[src/design/game_defines.svh]
`ifndef GAME_DEFINES_SVH
`define GAME_DEFINES_SVH

// Number of chasing enemies built into the field
`define ENEMY_COUNT 2

// Enemy sprite box
`define SPRITE_W 26
`define SPRITE_H 26

// Player collision box
`define PLAYER_W 18
`define PLAYER_H 20

// Walkable rectangle, inclusive bounds
`define X_MIN 0
`define X_MAX 319
`define Y_MIN 52
`define Y_MAX 205

`define STEP 2       // Pixels per frame tick

`define COORD_W 9    // Screen coordinate width
`define ADDR_W 13    // Shared sprite ROM address width

`endif

[src/design/game_pkg.sv]
`include "game_defines.svh"

package game_pkg;

    // Facing order matches the sprite ROM layout, three frames per direction
    typedef enum logic [1:0] {
        dirDown  = 2'd0,
        dirLeft  = 2'd1,
        dirUp    = 2'd2,
        dirRight = 2'd3
    } dir_e;

    typedef enum logic [1:0] {
        regPlayerPos = 2'd0,
        regAlive     = 2'd1,
        regFreeze    = 2'd2
    } regAddr_e;

    typedef struct packed {
        logic [`COORD_W-1:0] x;
        logic [`COORD_W-1:0] y;
    } regPos_t;

    typedef struct packed {
        logic [2*`COORD_W-`ENEMY_COUNT-1:0] spare;
        logic [`ENEMY_COUNT-1:0]            mask;    // One bit per enemy
    } regCtrl_t;

    // Host write word, decoded by register address
    typedef union packed {
        regPos_t  pos;
        regCtrl_t ctrl;
    } regWord_u;

endpackage

[src/design/enemyRegs.sv]
`timescale 1ns/1ns
`include "game_defines.svh"

module enemyRegs (
    input  logic                     Clk,
    input  logic                     rstN,
    input  logic                     wrEn,
    input  game_pkg::regAddr_e       wrAddr,
    input  game_pkg::regWord_u       wrData,
    output logic [`COORD_W-1:0]      playerX,
    output logic [`COORD_W-1:0]      playerY,
    output logic [`ENEMY_COUNT-1:0]  aliveMask,
    output logic [`ENEMY_COUNT-1:0]  freezeMask
);
    import game_pkg::*;

    localparam int CW = `COORD_W;

    // Player parks in the middle of the screen until the host moves it
    localparam logic [CW-1:0] PLAYER_X0 = CW'(160);
    localparam logic [CW-1:0] PLAYER_Y0 = CW'(120);

    always_ff @(posedge Clk or negedge rstN) begin
        if (!rstN) begin
            playerX    <= PLAYER_X0;
            playerY    <= PLAYER_Y0;
            aliveMask  <= '1;        // Every enemy starts alive
            freezeMask <= '0;
        end else if (wrEn) begin
            case (wrAddr)
                regPlayerPos: begin
                    playerX <= wrData.pos.x;
                    playerY <= wrData.pos.y;
                end
                regAlive: begin
                    aliveMask <= wrData.ctrl.mask;
                end
                regFreeze: begin
                    freezeMask <= wrData.ctrl.mask;
                end
                default: begin
                    // Unmapped address, write is dropped
                end
            endcase
        end
    end

endmodule

[src/design/enemyWalkCounter.sv]
`timescale 1ns/1ns

module enemyWalkCounter (
    input  logic       Clk,
    input  logic       rstN,
    input  logic       frameTick,
    input  logic       moving,
    output logic [1:0] stepCount
);

    // Walking phase for the animation
    // Wraps through 0..3 while the enemy keeps moving
    always_ff @(posedge Clk or negedge rstN) begin
        if (!rstN) begin
            stepCount <= 2'd0;
        end else if (frameTick) begin
            if (moving)
                stepCount <= stepCount + 2'd1;
            else
                stepCount <= 2'd0;     // Standing enemy falls back to rest frame
        end
    end

endmodule

[src/design/enemyChaser.sv]
`timescale 1ns/1ns
`include "game_defines.svh"

module enemyChaser #(
    parameter int enemyId = 0
) (
    input  logic                 Clk,
    input  logic                 rstN,
    input  logic                 frameTick,
    input  logic                 alive,
    input  logic                 freeze,
    input  logic [`COORD_W-1:0]  playerX,
    input  logic [`COORD_W-1:0]  playerY,
    input  logic [`COORD_W-1:0]  pixelX,
    input  logic [`COORD_W-1:0]  pixelY,
    output logic [`COORD_W-1:0]  posX,
    output logic [`COORD_W-1:0]  posY,
    output game_pkg::dir_e       facing,
    output logic                 attackReady,
    output logic                 hit,
    output logic [`ADDR_W-1:0]   spriteAddr
);
    import game_pkg::*;

    localparam int CW = `COORD_W;
    localparam int EW = `COORD_W + 1;
    localparam int AW = `ADDR_W;

    // Top-left corner derived from the sprite center of each enemy
    localparam logic [CW-1:0] START_X = CW'(70 * (enemyId + 1) - `SPRITE_W / 2);
    localparam logic [CW-1:0] START_Y = CW'(40 * (enemyId + 1) - `SPRITE_H / 2);

    logic [EW-1:0] rightEdge;
    logic [EW-1:0] bottomEdge;
    logic [EW-1:0] playerRight;
    logic [EW-1:0] playerBottom;
    logic          stepEn;
    logic          moving;
    logic [CW-1:0] nextX;
    logic [CW-1:0] nextY;
    dir_e          facingNext;
    logic [1:0]    stepCount;
    logic          inBox;
    logic [CW-1:0] dx;
    logic [CW-1:0] dy;
    logic [3:0]    frameIdx;

    // Edges are one bit wider so the sums never wrap
    assign rightEdge    = EW'(posX) + EW'(`SPRITE_W);
    assign bottomEdge   = EW'(posY) + EW'(`SPRITE_H);
    assign playerRight  = EW'(playerX) + EW'(`PLAYER_W);
    assign playerBottom = EW'(playerY) + EW'(`PLAYER_H);

    assign stepEn = frameTick & alive & ~freeze;

    // Horizontal chase first, vertical only once x is aligned
    always_comb begin
        nextX      = posX;
        nextY      = posY;
        facingNext = facing;
        if (rightEdge < EW'(playerX)) begin
            facingNext = dirRight;
            if (rightEdge < EW'(`X_MAX))
                nextX = posX + CW'(`STEP);
        end else if (EW'(posX) > playerRight) begin
            facingNext = dirLeft;
            if (posX > CW'(`X_MIN))
                nextX = (posX < CW'(`X_MIN + `STEP)) ? CW'(`X_MIN) : posX - CW'(`STEP);
        end else if (bottomEdge < EW'(playerY)) begin
            facingNext = dirDown;
            if (bottomEdge < EW'(`Y_MAX))
                nextY = posY + CW'(`STEP);
        end else if (EW'(posY) > playerBottom) begin
            facingNext = dirUp;
            if (posY > CW'(`Y_MIN))
                nextY = (posY < CW'(`Y_MIN + `STEP)) ? CW'(`Y_MIN) : posY - CW'(`STEP);
        end
    end

    assign moving = stepEn && ((nextX != posX) || (nextY != posY));

    always_ff @(posedge Clk or negedge rstN) begin
        if (!rstN) begin
            posX        <= START_X;
            posY        <= START_Y;
            facing      <= dirDown;
            attackReady <= 1'b0;
        end else if (!alive) begin
            attackReady <= 1'b0;            // Dead enemy stays where it fell
        end else if (stepEn) begin
            posX        <= nextX;
            posY        <= nextY;
            facing      <= facingNext;
            attackReady <= ~moving;         // Blocked next to the player
        end
    end

    enemyWalkCounter enemyWalkCounter_i (
        .Clk       (Clk),
        .rstN      (rstN),
        .frameTick (frameTick),
        .moving    (moving),
        .stepCount (stepCount)
    );

    assign inBox = (pixelX >= posX) && (EW'(pixelX) < rightEdge) &&
                   (pixelY >= posY) && (EW'(pixelY) < bottomEdge);
    assign hit   = alive & inBox;

    assign dx = pixelX - posX;
    assign dy = pixelY - posY;

    // Odd phases show a stride frame, even phases the rest frame
    assign frameIdx = {2'b00, facing} * 4'd3 +
                      (stepCount[0] ? 4'd1 + {3'b000, stepCount[1]} : 4'd0);

    assign spriteAddr = hit ? AW'(dx) + AW'(dy) * AW'(`SPRITE_W) +
                              AW'(frameIdx) * AW'(`SPRITE_W * `SPRITE_H)
                            : '0;

endmodule

[src/design/enemyPixelMux.sv]
`timescale 1ns/1ns
`include "game_defines.svh"

module enemyPixelMux (
    input  logic [`ENEMY_COUNT-1:0]         hitVec,
    input  logic [`ENEMY_COUNT*`ADDR_W-1:0] addrVec,
    output logic                            enemyHit,
    output logic [`ADDR_W-1:0]              enemyAddr,
    output logic [$clog2(`ENEMY_COUNT)-1:0] enemyIndex
);

    localparam int IW = $clog2(`ENEMY_COUNT);

    // Scan from the top index down so the lowest hit enemy wins
    always_comb begin
        enemyHit   = 1'b0;
        enemyAddr  = '0;
        enemyIndex = '0;
        for (int i = `ENEMY_COUNT - 1; i >= 0; i--) begin
            if (hitVec[i]) begin
                enemyHit   = 1'b1;
                enemyAddr  = addrVec[i*`ADDR_W +: `ADDR_W];
                enemyIndex = IW'(i);
            end
        end
    end

endmodule

[src/design/enemyField.sv]
`timescale 1ns/1ns
`include "game_defines.svh"

module enemyField (
    input  logic                             Clk,
    input  logic                             rstN,
    input  logic                             frameTick,
    input  logic                             wrEn,
    input  game_pkg::regAddr_e               wrAddr,
    input  game_pkg::regWord_u               wrData,
    input  logic [`COORD_W-1:0]              pixelX,
    input  logic [`COORD_W-1:0]              pixelY,
    output logic                             enemyHit,
    output logic [`ADDR_W-1:0]               enemyAddr,
    output logic [$clog2(`ENEMY_COUNT)-1:0]  enemyIndex,
    output logic [`ENEMY_COUNT-1:0]          attackReadyVec,
    output logic [`ENEMY_COUNT*`COORD_W-1:0] posXVec,
    output logic [`ENEMY_COUNT*`COORD_W-1:0] posYVec
);

    logic [`COORD_W-1:0]              playerX;
    logic [`COORD_W-1:0]              playerY;
    logic [`ENEMY_COUNT-1:0]          aliveMask;
    logic [`ENEMY_COUNT-1:0]          freezeMask;
    logic [`ENEMY_COUNT-1:0]          hitVec;
    logic [`ENEMY_COUNT*`ADDR_W-1:0]  addrVec;

    enemyRegs enemyRegs_i (
        .Clk        (Clk),
        .rstN       (rstN),
        .wrEn       (wrEn),
        .wrAddr     (wrAddr),
        .wrData     (wrData),
        .playerX    (playerX),
        .playerY    (playerY),
        .aliveMask  (aliveMask),
        .freezeMask (freezeMask)
    );

    for (genvar k = 0; k < `ENEMY_COUNT; k++) begin : genChaser
        enemyChaser #(
            .enemyId (k)
        ) enemyChaser_i (
            .Clk         (Clk),
            .rstN        (rstN),
            .frameTick   (frameTick),
            .alive       (aliveMask[k]),
            .freeze      (freezeMask[k]),
            .playerX     (playerX),
            .playerY     (playerY),
            .pixelX      (pixelX),
            .pixelY      (pixelY),
            .posX        (posXVec[k*`COORD_W +: `COORD_W]),
            .posY        (posYVec[k*`COORD_W +: `COORD_W]),
            .facing      (),                      // Observed only inside the chaser
            .attackReady (attackReadyVec[k]),
            .hit         (hitVec[k]),
            .spriteAddr  (addrVec[k*`ADDR_W +: `ADDR_W])
        );
    end

    enemyPixelMux enemyPixelMux_i (
        .hitVec     (hitVec),
        .addrVec    (addrVec),
        .enemyHit   (enemyHit),
        .enemyAddr  (enemyAddr),
        .enemyIndex (enemyIndex)
    );

endmodule

[config.mk]
export PLATFORM = sky130hd
export DESIGN_NAME = enemyField
export DESIGN_NICKNAME = d
export VERILOG_FILES = /design/src/design/game_pkg.sv /design/src/design/enemyRegs.sv /design/src/design/enemyWalkCounter.sv /design/src/design/enemyChaser.sv /design/src/design/enemyPixelMux.sv /design/src/design/enemyField.sv
export VERILOG_INCLUDE_DIRS = /design/src /design/src/design
export SDC_FILE = /design/constraint.sdc
export NUM_CORES = 1
export LEC_CHECK = 0
export BUFFER_PORTS_ARGS = -buffer_cell sky130_fd_sc_hd__buf_2
export CELL_PAD_IN_SITES_DETAIL_PLACEMENT = 0
export CELL_PAD_IN_SITES_GLOBAL_PLACEMENT = 1
export CORE_ASPECT_RATIO = 0.7
export CORE_MARGIN = 1.5
export CORE_UTILIZATION = 39
export DETAILED_ROUTE_END_ITERATION = 16
export GPL_TIMING_DRIVEN = 0
export MAX_ROUTING_LAYER = met4
export PLACE_DENSITY = 0.75
export SLEW_MARGIN = 10
export SYNTH_ARGS = -nofsm -noshare
export SYNTH_HDL_FRONTEND = slang
export SYNTH_HIERARCHICAL = 1
export SYNTH_SLANG_ARGS = --single-unit
[constraint.sdc]
create_clock -name Clk -period 32.3 [get_ports Clk]
set_input_delay 9.69 -clock Clk [delete_from_list [all_inputs] [get_ports Clk]]
set_output_delay 9.69 -clock Clk [all_outputs]
set_load 0.02 [all_outputs]
Word level (Yosys, flattened, before mapping)
Index checks and enable logic that the tools add are counted.
Storage, ports and cells
  flip-flop bits (word level): 68
  bits in latches: 0
  bits in writable memories: 0
  memory bits (read-only): 0
  logic and storage cells: 159
  memories: 0
Cells by class
  add/subtract/negate cells: 28
  $mul: 6
  divide/modulo/power cells: 0
  magnitude comparators: 28
  equality and inequality tests: 8
  shift-type cells: 0
  mux-type cells: 45
  bitwise operators: 10
  reductions and logical operators: 20
Operators with widths (count)
  2-to-1 mux 9 bit: 24
  adder 9 x 5 -> 10 bit, second input constant: 6
  > comparator 9 x 10 -> 1 bit: 4
  < comparator 10 x 9 -> 1 bit: 4
  < comparator 9 x 10 -> 1 bit: 4
  adder 9 x 2 -> 9 bit, second input constant: 4
  greater-or-equal comparator 9 bit: 4
  inequality test 9 bit: 4
  subtractor 9 x 2 -> 9 bit, second input constant: 4
  subtractor 9 bit: 4
  adder 13 bit: 2
  adder 9 x 13 -> 13 bit: 2
  2-to-1 mux 13 bit: 2
  multiplier 9 x 4 -> 12 bit, second input constant: 2
  multiplier 4 x 8 -> 11 bit, second input constant: 2
  < comparator 10 x 8 -> 1 bit, second input constant: 2
  < comparator 10 x 9 -> 1 bit, second input constant: 2
  2-to-1 mux 2 bit: 10
  > comparator 9 x 1 -> 1 bit, second input constant: 2
  > comparator 9 x 6 -> 1 bit, second input constant: 2
  < comparator 9 x 2 -> 1 bit, second input constant: 2
  < comparator 9 x 6 -> 1 bit, second input constant: 2
  AND reduction 2 bit: 5
  adder 4 bit: 2
  15 further kinds: 44

Logic depth before layout (Yosys ltp)
  word-level depth: 13
  gate-level depth with buffers: 29

Hierarchy
Netlist, hierarchy kept.
Modules (own cells, without submodules)
  enemyChaser at genChaser[0].enemyChaser_i: instances 1, cells an instance 745, area an instance 5894.4 um2, seq. area each 535.5 um2
  enemyChaser at genChaser[1].enemyChaser_i: instances 1, cells an instance 720, area an instance 5838.1 um2, seq. area each 538.0 um2
  enemyRegs: instances 1, cells an instance 49, area an instance 904.6 um2, seq. area each 560.5 um2
  enemyWalkCounter: instances 2, cells an instance 8, area an instance 92.6 um2, seq. area each 50.0 um2
  enemyPixelMux: instances 1, cells an instance 22, area an instance 168.9 um2, seq. area each 0.0 um2

Worst setup path after synthesis
Ideal clock, no wire load.
  kind: input port to output port
  start point: input pixelY[0]
  end point: output enemyAddr[12]
  arrival: 14740 ps
  path slack: 7870 ps
  stages: 27
  buffers on the path: 0
  cells stage by stage: inv_1 > ha_1 > inv_1 > fa_1 > a21o_1 > a21oi_1 > o21ai_0 > a21oi_1 > xor2_1 > inv_1 > ha_1 > inv_1 > fa_1 > inv_1 > ha_1 > nand2_1 > o21ai_0 > xor2_1 > ha_1 > xnor2_1 > xnor2_1 > xnor2_1 > xnor2_1 > or4_1 > a21o_1 > a21oi_1 > a22o_1
Between the ends
  cells in the longest elaborated chain, start to end: 6
RTL lines
  start, declared: RTL line enemyField.sv:12  | input logic [`COORD_W-1:0] pixelY,
  subtractor 9 bit: RTL line enemyChaser.sv:111  | assign dy = pixelY - posY;
  multiplier 9 x 4 -> 12 bit: RTL line enemyChaser.sv:117  | assign spriteAddr = hit ? AW'(dx) + AW'(dy) * AW'(`SPRITE_W) +
  adder 9 x 13 -> 13 bit: RTL line enemyChaser.sv:117
  adder 13 bit: RTL line enemyChaser.sv:117
  named net addrVec[25]: RTL line enemyField.sv:26  | logic [`ENEMY_COUNT*`ADDR_W-1:0] addrVec;
  2-to-1 mux 13 bit (2 in a row): RTL line enemyPixelMux.sv:20  | if (hitVec[i]) begin
  end, declared: RTL line enemyField.sv:14  | output logic [`ADDR_W-1:0] enemyAddr,
The timed path passes the listed nets, and every way through them passes these cells.

Worst setup path after layout
Same ends and word-level chain as after synthesis.

==> reports/results.ini <==
[timing]
grt_setup_unrepaired=false
finClkSkew_ns=0.00821
fin_crit_sh_pct=78.1
setup_viol=0
finalMaxSlewViolations=0
hold_viol=0
post-route-min-period_ns=25.23
max_freq_mhz=39.6
maxSlewHeadroom_pct=40.9
worst_pin_slew_ns=0.880
setup_tns_ns=0

[synthesis]
synth_top_cell_by_area=ha_1
ys_seq_area_share_pct=13.3
synth_area_leaders=ha_1 (22%), dfrtp_1 (8.1%), xnor2_1 (6.2%), fa_1 (6.2%), inv_1 (5.5%)
ys_warn_count=6
syn-cell-area_um2=13000
netlist_top_cells_count=ha_1 (232), inv_1 (192), a21oi_1 (100)
synth_edf_count=0
syn_area_per_cell_um2=8.37
synth.net_count=1866
ys.flop_type=dfrtp_1
synth_cell_types=109
synth-seq-cells=68
yosysMostFrequentCell=ha_1
synth_top_area_share_pct=22.3
syn_inst=1552
synth-async-reset-ratio_pct=100

[worst_setup_path]
rr_worst_depth=17
reg2reg_slack_ns=27.25
worst_path_most_repeated_cell=inv_1
path_buf_inv=7
cpMaxStageDelayCell=or4_1
end_kind=output pin
required_ns=22.61
path_class=in2out
path_delay_family=adder cells
r2r-start=genChaser[0].enemyChaser_i/posY[2]
cp.arrival_ns=15.54
cp-start-kind=primary input
crit_fanout=4
cp_slowest_stage_delay_ns=0.58

[die]
die_y_um=156
dieArea_um2=34400
io_pins=95
rows=55
die_x_um=221
core-area_um2=32600
start_util_pct=39.9

[clocking]
holdBufCountCts=0
numCtsBuffers=9
cts_tree=done
cts_resized=0
h-tree-depth=3
insertion_delay_ns=0.34
clockBufferDepth=2
cts_setup_buffers=0
cts-root-buf=clkbuf_16
cts_sinks=68
path_clk_slew_ns=0.06

[grt]
grt_max_degree=53
grt_pass1_wl_um=63100
overflow=0
antenna_found_initial=0
grt_use_total_pct=23.8
grt_pass1_vias=11400

[status]
status=completed

[detailed_routing]
num_vias=11800
ant_nets=0
drt_drc_violations_left=0
drt-wirelength-per-cell_um=19.1
drt_iter0_markers=832
routed_wl_um=39900
viasPerCell=5.64
dr.pass1.iters=7

[final_layout]
n_antenna_cell=0
final_nets=1972
layout-drive-gt1-share_pct=14.9
areaGrowthSynthToFinish_pct=10.2

[min_path]
min_delay_path_depth=1
hold_class=reg2reg
worst_hold_path.endpoint=enemyRegs_i/freezeMask[1]
hp-start=enemyRegs_i/freezeMask[1]

[flow_run]
drv_cap=0

[place]
dp_hpwl_um=33000
io_buffers=94
gp_congestion=0.909

[cells by family (layout without fill, tap and decap cells)]
kind of cell | count (synthesis) | in the layout | synth area share, %
AO/OA/AOI/OAI | 427 | 427 | 22.7
AND/OR/NAND/NOR | 398 | 398 | 16.9
adder cells (fa/ha/maj) | 272 | 272 | 28.5
buffers and inverters | 239 | 350 | 7.59
XOR/XNOR | 123 | 123 | 8.55
flip-flops | 68 | 68 | 13.3
multiplexers | 25 | 25 | 2.43
[metal layers]
layer / vias to the layer above / track usage, % / share of wire (%)
li1: 5792 / - / -
met1: 5626 / 34.3 / 50
met2: 326 / 35.9 / 43
met3: 37 / 3.16 / 5.3
met4: 0 / 3.74 / 1.2
met5: - / - / 0
[worst max path at each step]
stage	startpoint	cells past startpoint	slack [ns]	endpoint
after floorplan	pixelY[0]	27	7.87	enemyAddr[12]
after global placement	pixelY[0]	29	6.98	enemyAddr[12]
after detailed placement	pixelY[0]	29	7.04	enemyAddr[12]
after CTS	pixelY[0]	29	7.01	enemyAddr[12]
after global routing	pixelY[0]	29	6.62	enemyAddr[12]
final	pixelY[0]	29	7.07	enemyAddr[12]
[flip-flops by register name (all words and copies together) (netlist names)]
signal,cells
genChaser.enemyChaser_i/posX,18
genChaser.enemyChaser_i/posY,18
enemyRegs_i/playerX,9
enemyRegs_i/playerY,9
genChaser.enemyChaser_i/enemyWalkCounter_i/stepCount,4
genChaser.enemyChaser_i/facing,4
enemyRegs_i/aliveMask,2
enemyRegs_i/freezeMask,2
genChaser.enemyChaser_i/attackReady,2
[cell usage in the layout, fill, tap and decap left out, drive strengths merged, types with 26 or more instances in the layout]
master  Yosys  final
nand3      34     34
o21ai      96     96
fa         40     40
a21oi     103    103
a21o       39     39
xor2       28     28
nand2      70     70
dfrtp      42     42
dfstp      26     26
nor3       51     51
xnor2      95     95
nor2       80     80
inv       196    197
ha        232    232
buf        30    125
and2       30     30
[final cells by class]
cell class | instances | area [um2]
Timing Repair Buffer | 95 | 500
Sequential cell | 68 | 1730
Clock buffer | 10 | 229
Fill cell | 3259 | 18200
Multi-Input combinational cell | 1245 | 10300
Inverter | 196 | 736
Tap cell | 427 | 534
Buffer | 43 | 250
Clock inverter | 6 | 63.8
[stage by stage]
step | hold slack (ns) | worst slack [ns] | std cells | area [um2] | util (%)
after floorplan | 0.495 | 7.87 | 1552 | 13000 | -
after global placement | 0.519 | 6.98 | 2073 | 14000 | 43.0
after detailed placement | 0.524 | 7.04 | 2074 | 14000 | 43.1
after CTS | 0.540 | 7.01 | 2090 | 14300 | 44.0
after global routing | 0.564 | 6.62 | 2090 | 14300 | 44.0
final | 0.537 | 7.07 | 2090 | 14300 | 44.0
Power is left out: the tool's default activity adds up to more than one toggle a clock period on the data nets, which glitch-free logic cannot reach.
